File: src/cpu_defines.svh
`ifndef CPU_DEFINES_SVH
`define CPU_DEFINES_SVH

// Data path and address width
`define CPU_WORD_W 16

// Register file size
`define CPU_NUM_REGS 8

// Register index width, bits 7..5 and 10..8 of the instruction
`define CPU_REG_ADDR_W 3

// Opcode field, bits 4..0
`define CPU_OPCODE_W 5

// First fetch address
`define CPU_RESET_PC 16'h0000

`endif

File: src/cpu_pkg.sv
`include "cpu_defines.svh"

package cpu_pkg;

  typedef logic [`CPU_WORD_W-1:0]     word_t;
  typedef logic [`CPU_REG_ADDR_W-1:0] reg_addr_t;

  typedef enum logic [`CPU_OPCODE_W-1:0] {
    MV    = 5'd0,
    ADD   = 5'd1,
    SUB   = 5'd2,
    CMP   = 5'd3,
    LD    = 5'd4,
    ST    = 5'd5,
    MVI   = 5'd6,
    ADDI  = 5'd7,
    SUBI  = 5'd8,
    CMPI  = 5'd9,
    MVHI  = 5'd10,
    JR    = 5'd11,
    JZR   = 5'd12,
    JNR   = 5'd13,
    CALLR = 5'd14,
    J     = 5'd15,
    JZ    = 5'd16,
    JN    = 5'd17,
    HALT  = 5'd31
  } opcode_e;

  typedef enum logic [1:0] {
    FETCH,
    DECODE,
    MEM_WAIT,
    HALTED
  } ctrl_state_e;

  typedef struct packed {
    word_t addr;
    word_t wdata;
    logic  write;
  } mem_req_t;

  // Register write data source
  typedef enum logic [2:0] {IMM8, HIBYTE, ALU, LINK, MEMDATA, RY} rf_src_e;

  typedef enum logic [1:0] {REG, SEQ, REL} pc_src_e;

  typedef enum logic {PC, RX} addr_src_e;

endpackage

File: src/cpu_regfile.sv
`timescale 1ns/1ps
`include "cpu_defines.svh"

module cpu_regfile import cpu_pkg::*; (
  input  logic      i_clk,
  input  logic      i_reset,
  input  logic      i_write,
  input  reg_addr_t i_waddr,
  input  word_t     i_wdata,
  input  reg_addr_t i_raddr_x,
  input  reg_addr_t i_raddr_y,
  output word_t     o_rdata_x,
  output word_t     o_rdata_y
);

  word_t regs [`CPU_NUM_REGS];

  always_ff @(posedge i_clk or negedge i_reset) begin
    if (!i_reset) begin
      for (int i = 0; i < `CPU_NUM_REGS; i++) begin
        regs[i] <= '0;
      end
    end else if (i_write) begin
      regs[i_waddr] <= i_wdata;
    end
  end

  // No bypass, a read in the write cycle sees the old value
  assign o_rdata_x = regs[i_raddr_x];
  assign o_rdata_y = regs[i_raddr_y];

endmodule

File: src/cpu_alu.sv
`timescale 1ns/1ps

module cpu_alu import cpu_pkg::*; (
  input  logic  i_sub,
  input  word_t i_op_a,
  input  word_t i_op_b,
  output word_t o_result,
  output logic  o_n,
  output logic  o_z
);

  word_t result;

  // Wraps at 16 bits, no carry out
  always_comb begin
    if (i_sub) begin
      result = i_op_a - i_op_b;
    end else begin
      result = i_op_a + i_op_b;
    end
  end

  assign o_result = result;
  assign o_n      = result[$bits(word_t)-1];
  assign o_z      = (result == '0);

endmodule

File: src/cpu_datapath.sv
`timescale 1ns/1ps
`include "cpu_defines.svh"

module cpu_datapath import cpu_pkg::*; (
  input  logic      i_clk,
  input  logic      i_reset,

  // Selects from control
  input  logic      i_ir_ld,
  input  logic      i_pc_ld,
  input  pc_src_e   i_pc_src,
  input  logic      i_rf_write,
  input  logic      i_rf_waddr_sel,
  input  rf_src_e   i_rf_src,
  input  logic      i_alu_sub,
  input  logic      i_alu_b_imm,
  input  logic      i_n_ld,
  input  logic      i_z_ld,
  input  addr_src_e i_addr_src,

  input  word_t     i_mem_rdata,

  output opcode_e   o_opcode,
  output logic      o_n,
  output logic      o_z,
  output word_t     o_mem_addr,
  output word_t     o_mem_wdata
);

  word_t     pc;
  word_t     pc_seq;
  word_t     pc_rel;
  word_t     pc_next;
  word_t     ir;
  word_t     imm8;
  word_t     imm11;

  reg_addr_t rx;
  reg_addr_t ry;
  reg_addr_t rf_waddr;
  word_t     rf_wdata;
  word_t     rdata_x;
  word_t     rdata_y;

  word_t     alu_b;
  word_t     alu_result;
  logic      alu_n;
  logic      alu_z;

  cpu_regfile u_regfile (
    .i_clk     (i_clk),
    .i_reset   (i_reset),
    .i_write   (i_rf_write),
    .i_waddr   (rf_waddr),
    .i_wdata   (rf_wdata),
    .i_raddr_x (rx),
    .i_raddr_y (ry),
    .o_rdata_x (rdata_x),
    .o_rdata_y (rdata_y)
  );

  cpu_alu u_alu (
    .i_sub    (i_alu_sub),
    .i_op_a   (rdata_x),
    .i_op_b   (alu_b),
    .o_result (alu_result),
    .o_n      (alu_n),
    .o_z      (alu_z)
  );

  always_ff @(posedge i_clk or negedge i_reset) begin
    if (!i_reset) begin
      pc  <= `CPU_RESET_PC;
      ir  <= '0;
      o_n <= 1'b0;
      o_z <= 1'b0;
    end else begin
      if (i_pc_ld) pc <= pc_next;
      if (i_ir_ld) ir <= i_mem_rdata;
      if (i_n_ld)  o_n <= alu_n;
      if (i_z_ld)  o_z <= alu_z;
    end
  end

  // Instruction fields
  assign o_opcode = opcode_e'(ir[`CPU_OPCODE_W-1:0]);
  assign rx       = ir[7:5];
  assign ry       = ir[10:8];
  assign imm8     = {{8{ir[15]}}, ir[15:8]};
  assign imm11    = {{5{ir[15]}}, ir[15:5]};

  // Offsets count words, so shift by one for the byte address
  assign pc_seq = pc + 16'd2;
  assign pc_rel = pc_seq + {imm11[14:0], 1'b0};

  assign alu_b    = i_alu_b_imm ? imm8 : rdata_y;
  assign rf_waddr = i_rf_waddr_sel ? ry : rx;

  always_comb begin
    case (i_rf_src)
      IMM8:    rf_wdata = imm8;
      HIBYTE:  rf_wdata = {imm8[7:0], rdata_x[7:0]};
      ALU:     rf_wdata = alu_result;
      LINK:    rf_wdata = pc_seq;
      MEMDATA: rf_wdata = i_mem_rdata;
      RY:      rf_wdata = rdata_y;
      default: rf_wdata = '0;
    endcase

    case (i_pc_src)
      REG:     pc_next = rdata_x;
      SEQ:     pc_next = pc_seq;
      REL:     pc_next = pc_rel;
      default: pc_next = pc_seq;
    endcase
  end

  assign o_mem_addr  = (i_addr_src == RX) ? rdata_x : pc;
  assign o_mem_wdata = rdata_y;

endmodule

File: src/cpu_control.sv
`timescale 1ns/1ps

module cpu_control import cpu_pkg::*; (
  input  logic      i_clk,
  input  logic      i_reset,
  input  opcode_e   i_opcode,
  input  logic      i_n,
  input  logic      i_z,
  input  logic      i_mem_req_ready,
  input  logic      i_mem_rsp_valid,

  output logic      o_ir_ld,
  output logic      o_pc_ld,
  output pc_src_e   o_pc_src,
  output logic      o_rf_write,
  output logic      o_rf_waddr_sel,
  output rf_src_e   o_rf_src,
  output logic      o_alu_sub,
  output logic      o_alu_b_imm,
  output logic      o_n_ld,
  output logic      o_z_ld,
  output addr_src_e o_addr_src,

  output logic      o_mem_req_valid,
  output logic      o_mem_write,
  output logic      o_halted
);

  ctrl_state_e state;
  ctrl_state_e state_nxt;

  // Low until the first edge after reset release
  logic run;
  // Fetch accepted, response not yet seen
  logic fetch_wait;
  logic fetch_req;

  assign fetch_req = (state == FETCH) && run && !fetch_wait;
  assign o_halted  = (state == HALTED);

  always_ff @(posedge i_clk or negedge i_reset) begin
    if (!i_reset) begin
      state      <= FETCH;
      run        <= 1'b0;
      fetch_wait <= 1'b0;
    end else begin
      state <= state_nxt;
      run   <= 1'b1;
      if (fetch_req && i_mem_req_ready) begin
        fetch_wait <= 1'b1;
      end else if (fetch_wait && i_mem_rsp_valid) begin
        fetch_wait <= 1'b0;
      end
    end
  end

  always_comb begin
    state_nxt       = state;
    o_ir_ld         = 1'b0;
    o_pc_ld         = 1'b0;
    o_pc_src        = SEQ;
    o_rf_write      = 1'b0;
    o_rf_waddr_sel  = 1'b0;
    o_rf_src        = ALU;
    o_alu_sub       = 1'b0;
    o_alu_b_imm     = 1'b0;
    o_n_ld          = 1'b0;
    o_z_ld          = 1'b0;
    o_addr_src      = PC;
    o_mem_req_valid = 1'b0;
    o_mem_write     = 1'b0;

    case (state)
      FETCH: begin
        o_mem_req_valid = fetch_req;
        if (fetch_wait && i_mem_rsp_valid) begin
          o_ir_ld   = 1'b1;
          state_nxt = DECODE;
        end
      end

      DECODE: begin
        o_addr_src = RX;
        o_pc_ld    = 1'b1;
        state_nxt  = FETCH;
        case (i_opcode)
          MV: begin
            o_rf_write = 1'b1;
            o_rf_src   = RY;
          end
          ADD, SUB, CMP, ADDI, SUBI, CMPI: begin
            o_rf_write  = !(i_opcode inside {CMP, CMPI});
            o_alu_sub   = i_opcode inside {SUB, CMP, SUBI, CMPI};
            o_alu_b_imm = i_opcode inside {ADDI, SUBI, CMPI};
            o_n_ld      = 1'b1;
            o_z_ld      = 1'b1;
          end
          MVI: begin
            o_rf_write = 1'b1;
            o_rf_src   = IMM8;
          end
          MVHI: begin
            o_rf_write = 1'b1;
            o_rf_src   = HIBYTE;
          end
          LD, ST: begin
            // PC advances only once the request is taken
            o_mem_req_valid = 1'b1;
            o_mem_write     = (i_opcode == ST);
            o_pc_ld         = i_mem_req_ready;
            if (!i_mem_req_ready) begin
              state_nxt = DECODE;
            end else if (i_opcode == LD) begin
              state_nxt = MEM_WAIT;
            end
          end
          JR:  o_pc_src = REG;
          JZR: o_pc_src = i_z ? REG : SEQ;
          JNR: o_pc_src = i_n ? REG : SEQ;
          CALLR: begin
            o_rf_write     = 1'b1;
            o_rf_waddr_sel = 1'b1;
            o_rf_src       = LINK;
            o_pc_src       = REG;
          end
          J:  o_pc_src = REL;
          JZ: o_pc_src = i_z ? REL : SEQ;
          JN: o_pc_src = i_n ? REL : SEQ;
          // HALT and any undefined opcode
          default: begin
            o_pc_ld   = 1'b0;
            state_nxt = HALTED;
          end
        endcase
      end

      MEM_WAIT: begin
        o_rf_waddr_sel = 1'b1;
        o_rf_src       = MEMDATA;
        if (i_mem_rsp_valid) begin
          o_rf_write = 1'b1;
          state_nxt  = FETCH;
        end
      end

      default: state_nxt = HALTED;
    endcase
  end

endmodule

File: src/cpu_top.sv
`timescale 1ns/1ps

module cpu_top import cpu_pkg::*; (
  input  logic     i_clk,
  input  logic     i_reset,
  input  logic     i_mem_req_ready,
  input  logic     i_mem_rsp_valid,
  input  word_t    i_mem_rdata,
  output logic     o_mem_req_valid,
  output mem_req_t o_mem_req,
  output logic     o_halted
);

  opcode_e   opcode;
  logic      flag_n;
  logic      flag_z;
  logic      ir_ld;
  logic      pc_ld;
  pc_src_e   pc_src;
  logic      rf_write;
  logic      rf_waddr_sel;
  rf_src_e   rf_src;
  logic      alu_sub;
  logic      alu_b_imm;
  logic      n_ld;
  logic      z_ld;
  addr_src_e addr_src;
  logic      mem_write;
  word_t     mem_addr;
  word_t     mem_wdata;

  cpu_control u_control (
    .i_clk           (i_clk),
    .i_reset         (i_reset),
    .i_opcode        (opcode),
    .i_n             (flag_n),
    .i_z             (flag_z),
    .i_mem_req_ready (i_mem_req_ready),
    .i_mem_rsp_valid (i_mem_rsp_valid),
    .o_ir_ld         (ir_ld),
    .o_pc_ld         (pc_ld),
    .o_pc_src        (pc_src),
    .o_rf_write      (rf_write),
    .o_rf_waddr_sel  (rf_waddr_sel),
    .o_rf_src        (rf_src),
    .o_alu_sub       (alu_sub),
    .o_alu_b_imm     (alu_b_imm),
    .o_n_ld          (n_ld),
    .o_z_ld          (z_ld),
    .o_addr_src      (addr_src),
    .o_mem_req_valid (o_mem_req_valid),
    .o_mem_write     (mem_write),
    .o_halted        (o_halted)
  );

  cpu_datapath u_datapath (
    .i_clk          (i_clk),
    .i_reset        (i_reset),
    .i_ir_ld        (ir_ld),
    .i_pc_ld        (pc_ld),
    .i_pc_src       (pc_src),
    .i_rf_write     (rf_write),
    .i_rf_waddr_sel (rf_waddr_sel),
    .i_rf_src       (rf_src),
    .i_alu_sub      (alu_sub),
    .i_alu_b_imm    (alu_b_imm),
    .i_n_ld         (n_ld),
    .i_z_ld         (z_ld),
    .i_addr_src     (addr_src),
    .i_mem_rdata    (i_mem_rdata),
    .o_opcode       (opcode),
    .o_n            (flag_n),
    .o_z            (flag_z),
    .o_mem_addr     (mem_addr),
    .o_mem_wdata    (mem_wdata)
  );

  assign o_mem_req = '{addr: mem_addr, wdata: mem_wdata, write: mem_write};

endmodule

File: config.mk
export PLATFORM = sky130hd
export DESIGN_NAME = cpu_top
export DESIGN_NICKNAME = d
export VERILOG_FILES = /design/src/cpu_pkg.sv /design/src/cpu_regfile.sv /design/src/cpu_alu.sv /design/src/cpu_datapath.sv /design/src/cpu_control.sv /design/src/cpu_top.sv
export VERILOG_INCLUDE_DIRS = /design/src /design/src/src
export SDC_FILE = /design/constraint.sdc
export NUM_CORES = 1
export LEC_CHECK = 0
export BUFFER_PORTS_ARGS = -buffer_cell sky130_fd_sc_hd__buf_4
export CAP_MARGIN = 40
export CORE_ASPECT_RATIO = 0.7
export CORE_MARGIN = 1.5
export CORE_UTILIZATION = 57
export DETAILED_ROUTE_END_ITERATION = 6
export GPL_TIMING_DRIVEN = 0
export PLACE_DENSITY = 0.84
export SLEW_MARGIN = 10
export SYNTH_ARGS = -nofsm -noshare
export SYNTH_HDL_FRONTEND = slang
export SYNTH_SLANG_ARGS = --single-unit
File: constraint.sdc
create_clock -name i_clk -period 4.6 [get_ports i_clk]
set_clock_uncertainty 0.1 [all_clocks]
set_input_delay 0.92 -clock i_clk [delete_from_list [all_inputs] [get_ports i_clk]]
set_output_delay 0.92 -clock i_clk [all_outputs]
set_load 0.005 [all_outputs]
==> results of run 1 <==
area by class of cell:
type                       instances  area [um^2]  share of cell area
clock inverter                    10          123             0.00821
inverter                          31          116             0.00779
tap                              270          338              0.0226
timing repair buffer             107          933              0.0625
multi-input combinational        937         8370               0.561
buffer                            78          443              0.0297
sequential                       166         4160               0.278
clock buffer                      19          453              0.0303
Yosys cell counts, types with 15 or more instances:
library cell / count / area share
mux2_2: 118 / 0.11
xnor2_1: 29 / 0.021
xor2_1: 24 / 0.018
ha_1: 38 / 0.040
a21oi_1: 77 / 0.032
nor3_1: 24 / 0.010
mux4_2: 59 / 0.11
clkbuf_1: 57 / 0.018
nor2_1: 136 / 0.043
o31ai_1: 15 / 0.0095
mux2i_1: 31 / 0.026
nand2_1: 111 / 0.035
inv_1: 30 / 0.0095
o21ai_0: 70 / 0.030
dfrtp_1: 166 / 0.35
nand3_1: 18 / 0.0076
registers in the layout, summed over array words and instances (netlist names):
| name | count |
|---|---|
| u_datapath.u_regfile.regs | 128 |
| u_datapath.ir | 16 |
| u_datapath.pc | 16 |
| u_control.state | 2 |
| u_control.fetch_wait | 1 |
| u_control.run | 1 |
| u_datapath.o_n | 1 |
| u_datapath.o_z | 1 |
placed cells by master (no fill, tap or decap), types with 6 or more instances in the layout:
master | synthesis | final
buf_4 | 4 | 91
o211ai_1 | 10 | 10
nand3_1 | 18 | 16
a21oi_2 | 0 | 7
or3_1 | 9 | 7
o21ai_0 | 70 | 55
nand2_2 | 0 | 6
buf_6 | 1 | 21
a211oi_1 | 11 | 10
o21a_1 | 9 | 8
mux2_2 | 118 | 86
o31ai_1 | 15 | 8
nand2_1 | 111 | 104
a21oi_1 | 77 | 62
buf_1 | 9 | 6
nor2b_1 | 13 | 11
o21ai_2 | 0 | 9
mux4_2 | 59 | 59
a21o_1 | 7 | 7
xnor2_2 | 0 | 6
nor2_1 | 136 | 129
a21oi_4 | 1 | 9
inv_1 | 30 | 30
ha_4 | 0 | 11
xor2_1 | 24 | 16
nor3_1 | 24 | 19
dfrtp_1 | 166 | 164
o21ai_1 | 9 | 13
mux2_4 | 0 | 32
mux2i_1 | 31 | 25
xnor2_1 | 29 | 22
ha_1 | 38 | 25
a31oi_1 | 12 | 12
nand2b_1 | 12 | 11
clkbuf_1 | 57 | 48
clkbuf_16 | 0 | 17
final timing paths:
| kind | start | endpoint | slack, ps | cells past startpoint |
|---|---|---|---|---|
| worst max-delay path | u_control.state[1] | u_datapath.o_z | -690 | 21 |
| worst min-delay path | i_reset | u_datapath.u_regfile.regs[34] | 390 | 1 |
| worst max register to register | u_control.state[1] | u_datapath.o_z | -690 | 21 |
| worst min register to register | u_datapath.u_regfile.regs[97] | u_datapath.u_regfile.regs[97] | 400 | 2 |
| max in group asynchronous | i_reset | u_datapath.ir[9] | 3140 | 2 |
| min in group i_clk | u_datapath.u_regfile.regs[97] | u_datapath.u_regfile.regs[97] | 400 | 2 |
worst max-delay path: stages (launching register included):
cell	delay (ps)
dfrtp_1	370
inv_1	100
ha_4	200
nor2b_1	130
clkbuf_4	190
o21ai_1	250
clkbuf_4	350
mux2i_1	460
and2_4	260
a21oi_4	70
xor2_4	230
ha_4	250
buf_6	130
o21a_1	180
o21a_1	180
o21a_1	190
o21a_1	200
o221ai_2	270
nor3b_4	260
nor2_1	80
or4_4	580
o31ai_4	170
timing repair:
item	in CTS	in global routing
cloned	2	0
hold buffers	0	0
resized for setup	157	114
pin swaps	36	61
hold endpoints to repair	0	0
endpoints found under the setup margin	120	98
setup buffers	32	18
logic make-up (layout without fill, tap and decap cells):
| group | count (synthesis) | count (layout) |
|---|---|---|
| compound gates | 278 | 278 |
| xor+xnor | 53 | 53 |
| fa+ha+maj | 40 | 40 |
| buf+inv | 109 | 245 |
| flops | 166 | 166 |
| mux | 208 | 208 |
| other cells | 1 | 1 |
| simple gates | 357 | 357 |
layer usage:
metal,share of wire,vias to the layer above
met3,0.15,211
met1,0.38,5675
met4,0.044,0
met2,0.42,1013
li1,-,4696
met5,0,-
stage by stage:
stage	hold slack (ps)	worst slack, ps
finish	395	-692
detailed placement	393	-1690
CTS	407	-374
floorplan	352	5.92
global placement	373	-1680
global route	434	-778
==> impl_metrics.csv, run 1 <==
group,metric,value,unit
logic_synthesis,yosysUniqueCellTypes,69,
floorplan,die_area,21700,um^2
logic_synthesis,async_flop_share,1.00,
clocking,htree_num_levels,4,
routing,drc,1,
clocking,clock_latency,460,ps
worst_setup_path,cp.required,4880,ps
floorplan,start_util,0.590,
placed_design,dp_cells,1538,
min_path,min_path_type,"in -> async",
logic_synthesis,yosysWarnings,0,
worst_setup_path,startpoint_type,"register",
routing,vias,11600,
cells_and_area,diodes,0,
logic_synthesis,synth.avg_cell_area,9.80,um^2
placed_design,numPortBuffers,54,
status,status,"finished, violations left",
clocking,cts.sinks,166,
logic_synthesis,syn-num-nets,1272,
worst_setup_path,cp-end-kind,"register",
timing,period_minus_slack,5290,ps
logic_synthesis,synthMuxAreaShare,0.250,
logic_synthesis,synth-seq-cells,166,
global_route,antenna_found_initial,0,
global_route,grt_max_degree,97,
logic_synthesis,synthAdderAreaFrac,0.0434,
routing,firstDrtPassIters,7,
floorplan,rows,43,
worst_setup_path,crit_type,"reg -> reg",
cells_and_area,fin_util,0.742,
logic_synthesis,synthSimpleGateAreaFrac,0.135,
timing,min_period_over_period,1.15,
clocking,cts_buffer_depth,2,
cells_and_area,stdcell_area,14900,um^2
worst_setup_path,crit_arrival,5570,ps
logic_synthesis,ys.flop_type,"dfrtp_1",
timing,fin_ws,-692,ps
routing,wl,45400,um
timing,hold_viol,0,
global_route,busiest_layer,"met1",
routing,vias_per_cell,7.17,
floorplan,core_area,20100,um^2
floorplan,die_height,124,um
placed_design,routabilityCongestion,1.05,
logic_synthesis,synth_compound_area_frac,0.146,
global_route,gr-usage-met3,0.154,
cells_and_area,area_delta_synth_final,25.8,%
clocking,clk_pin_slew,70,ps
routing,ant_nets,0,
timing,drv_slew,0,
cells_and_area,layout-drive-gt1-share,0.344,
cells_and_area,layoutNonFillerInstCount,1618,
clocking,cts_buffers,17,
global_route,met1_usage,0.573,
global_route,grtUsageMet2,0.570,
placed_design,hpwl,30200,um
logic_synthesis,synth_seq_area_share,0.350,
placed_design,placed_cell_area,12700,um^2
run,maxCapViolCount,0,
logic_synthesis,synth_top_family_by_area,"multiplexers",
logic_synthesis,synth_area,11900,um^2
worst_setup_path,cp_max_fo,10,
global_route,grt_pass1_vias,10600,
clocking,cts_tree,"done",
timing,max_slew_margin,0.317,
logic_synthesis,synth_xor_area_frac,0.0391,
status,violations,"design-rule violations, negative setup slack",
global_route,grt_pass1_wl,64200,um
logic_synthesis,synth_cells,1212,
routing,drtIter0Drc,1791,
clocking,cts-root-buf,"clkbuf_16",
timing,clock.fmax,189,MHz
global_route,gr-total-overflow,0,
global_route,track_usage,0.408,
timing,rsz0062_at_grt,"yes",
timing,setup_violations,58,
timing,fin_tns_setup,-26710,ps
routing,wl_per_cell,28.0,um
floorplan,pin_count,55,
floorplan,dieWidth,176,um
timing,worst_pin_slew,996,ps
logic_synthesis,synth-edff-count,0,
cells_and_area,final_nets,1398,
cells_and_area,fillerInstances,1330,
Power of run 1 is left out: the tool's default activity adds up to more than one toggle a clock period on the data nets, which glitch-free logic cannot reach.
==> run 2, diff against run 1 <==
- GPL_TIMING_DRIVEN: 0 -> unset
==> impl_metrics.csv, run 2 (synthesized netlist as in run 1, its figures left out) <==
group,metric,value,unit
timing,worst_pin_slew,1140,ps
routing,firstDrtPassIters,5,
timing,max_slew_margin,0.243,
clocking,clock_latency,460,ps
cells_and_area,largest_register_ffs,128,
worst_setup_path,startpoint_type,"register",
clocking,cts_hold_buf,0,
min_path,min_path_type,"in -> async",
worst_setup_path,cp.required,4870,ps
clocking,clk_pin_slew,90,ps
cells_and_area,area_delta_synth_final,24.0,%
global_route,antenna_found_initial,0,
clocking,cts_buffers,17,
routing,ant_nets,0,
clocking,cts_buffer_depth,2,
global_route,gr-total-overflow,0,
timing,clock.fmax,210,MHz
cells_and_area,diodes,0,
worst_setup_path,crit_arrival,5020,ps
timing,drv_slew,0,
timing,setup_violations,28,
worst_setup_path,crit_type,"reg -> reg",
floorplan,dieWidth,176,um
clocking,htree_num_levels,4,
floorplan,die_area,21700,um^2
placed_design,numPortBuffers,54,
timing,min_period_over_period,1.03,
cells_and_area,mostFrequentLayoutCell,"buf_4",
global_route,grt_pass1_wl,61400,um
cells_and_area,layout_common_cells,"buf_4 (188), dfrtp_1 (163), nor2_1 (129)",
floorplan,die_height,124,um
clocking,cts.sinks,166,
worst_setup_path,critical_path.top_delay_family,"compound AO/OA/AOI/OAI gates",
clocking,cts-root-buf,"clkbuf_16",
global_route,grt_max_degree,77,
global_route,track_usage,0.378,
status,violations,"negative setup slack",
worst_setup_path,cp-end-kind,"register",
placed_design,placed_cell_area,13300,um^2
routing,vias,11300,
worst_setup_path,path_common_cell,"o21a_1",
cells_and_area,top_register,"u_datapath.u_regfile.regs",
placed_design,hpwl,28300,um
timing,fin_ws,-156,ps
floorplan,start_util,0.590,
routing,wl_per_cell,24.9,um
routing,drtIter0Drc,1625,
floorplan,pin_count,55,
cells_and_area,largestRegisters,"u_datapath.u_regfile.regs x128, u_datapath.ir x16, u_datapath.pc x16",
floorplan,core_area,20100,um^2
run,maxCapViolCount,0,
cells_and_area,fillerInstances,1331,
cells_and_area,final_nets,1414,
worst_setup_path,slowest_delay,490,ps
cells_and_area,layout-drive-gt1-share,0.368,
placed_design,routabilityCongestion,1.08,
routing,wl,40700,um
clocking,cts_tree,"done",
routing,vias_per_cell,6.92,
worst_setup_path,slowest_stage,"mux4_2",
cells_and_area,stdcell_area,14700,um^2
worst_setup_path,path_cells,"buf_6, buf_12, buf_12, mux4_2, mux2_2, buf_4, o21ai_0, buf_4, xor2_1, ha_1, o21a_1, o21a_1, o21a_1, o21a_1, o221ai_4, nor3b_4, nor2_1, or4_1, o31ai_1",
timing,period_minus_slack,4760,ps
timing,hold_viol,0,
worst_setup_path,path_buf_inv,5,
global_route,grt_pass1_vias,10900,
worst_setup_path,cp_max_fo,9,
status,status,"finished, violations left",
routing,drc,0,
timing,rsz0062_at_grt,"yes",
floorplan,rows,43,
==> run 2: cell count changes in the layout (fill, tap and decap cells not counted), sizes merged <==
cell	delta
buf	+73
clkbuf	-58
clkinv	+2
inv	+2
bufinv	+1
clkinvlp	-1
==> run 2: cell type report <==
class	count	area, um^2	share of cell area
clock buffers	18	439	0.0298
well taps	270	338	0.0229
repair buffers	201	1640	0.111
inverters	31	116	0.00790
clock inverters	14	188	0.0127
multi-input cells	937	7850	0.533
flip-flops and latches	166	4160	0.282
==> run 2: worst paths after layout <==
path                                                start                             end  slack [ps]  depth (start not counted)
max                                      u_datapath.ir[8]                  u_datapath.o_z        -160                         19
min                                               i_reset   u_datapath.u_regfile.regs[48]         230                          1
max reg2reg                              u_datapath.ir[8]                  u_datapath.o_z        -160                         19
min reg2reg                u_datapath.u_regfile.regs[105]  u_datapath.u_regfile.regs[105]         410                          2
max in group asynchronous                         i_reset  u_datapath.u_regfile.regs[107]        3080                          3
min in group i_clk         u_datapath.u_regfile.regs[105]  u_datapath.u_regfile.regs[105]         410                          2
==> run 2: metal layers <==
| layer | track usage | vias to the layer above | share of wire |
|---|---|---|---|
| met5 | 0 | - | 0 |
| met4 | 0.158 | 0 | 0.038 |
| met3 | 0.126 | 151 | 0.14 |
| met2 | 0.573 | 887 | 0.45 |
| met1 | 0.501 | 5551 | 0.38 |
| li1 | - | 4738 | - |
==> run 2: metrics by stage <==
stage / TNS, ps / hold WS [ps] / worst slack (ps) / utilization / cells
after floorplan: 0 / 352 / 5.92 / - / 1212
after global placement: -4110 / 377 / -170 / 0.659 / 1577
after detailed placement: -8790 / 393 / -387 / 0.661 / 1579
after CTS: -47.6 / 228 / -13.1 / 0.713 / 1625
after global routing: -4920 / 237 / -226 / 0.732 / 1637
final: -1690 / 230 / -156 / 0.732 / 1637
==> run 2: repair_timing <==
item | in CTS | in global routing
setup buffers | 13 | 12
resized for setup | 59 | 62
endpoints found under the setup margin | 52 | 64
cloned | 1 | 0
pin swaps | 30 | 32
Power of run 2 is left out for the same reason.
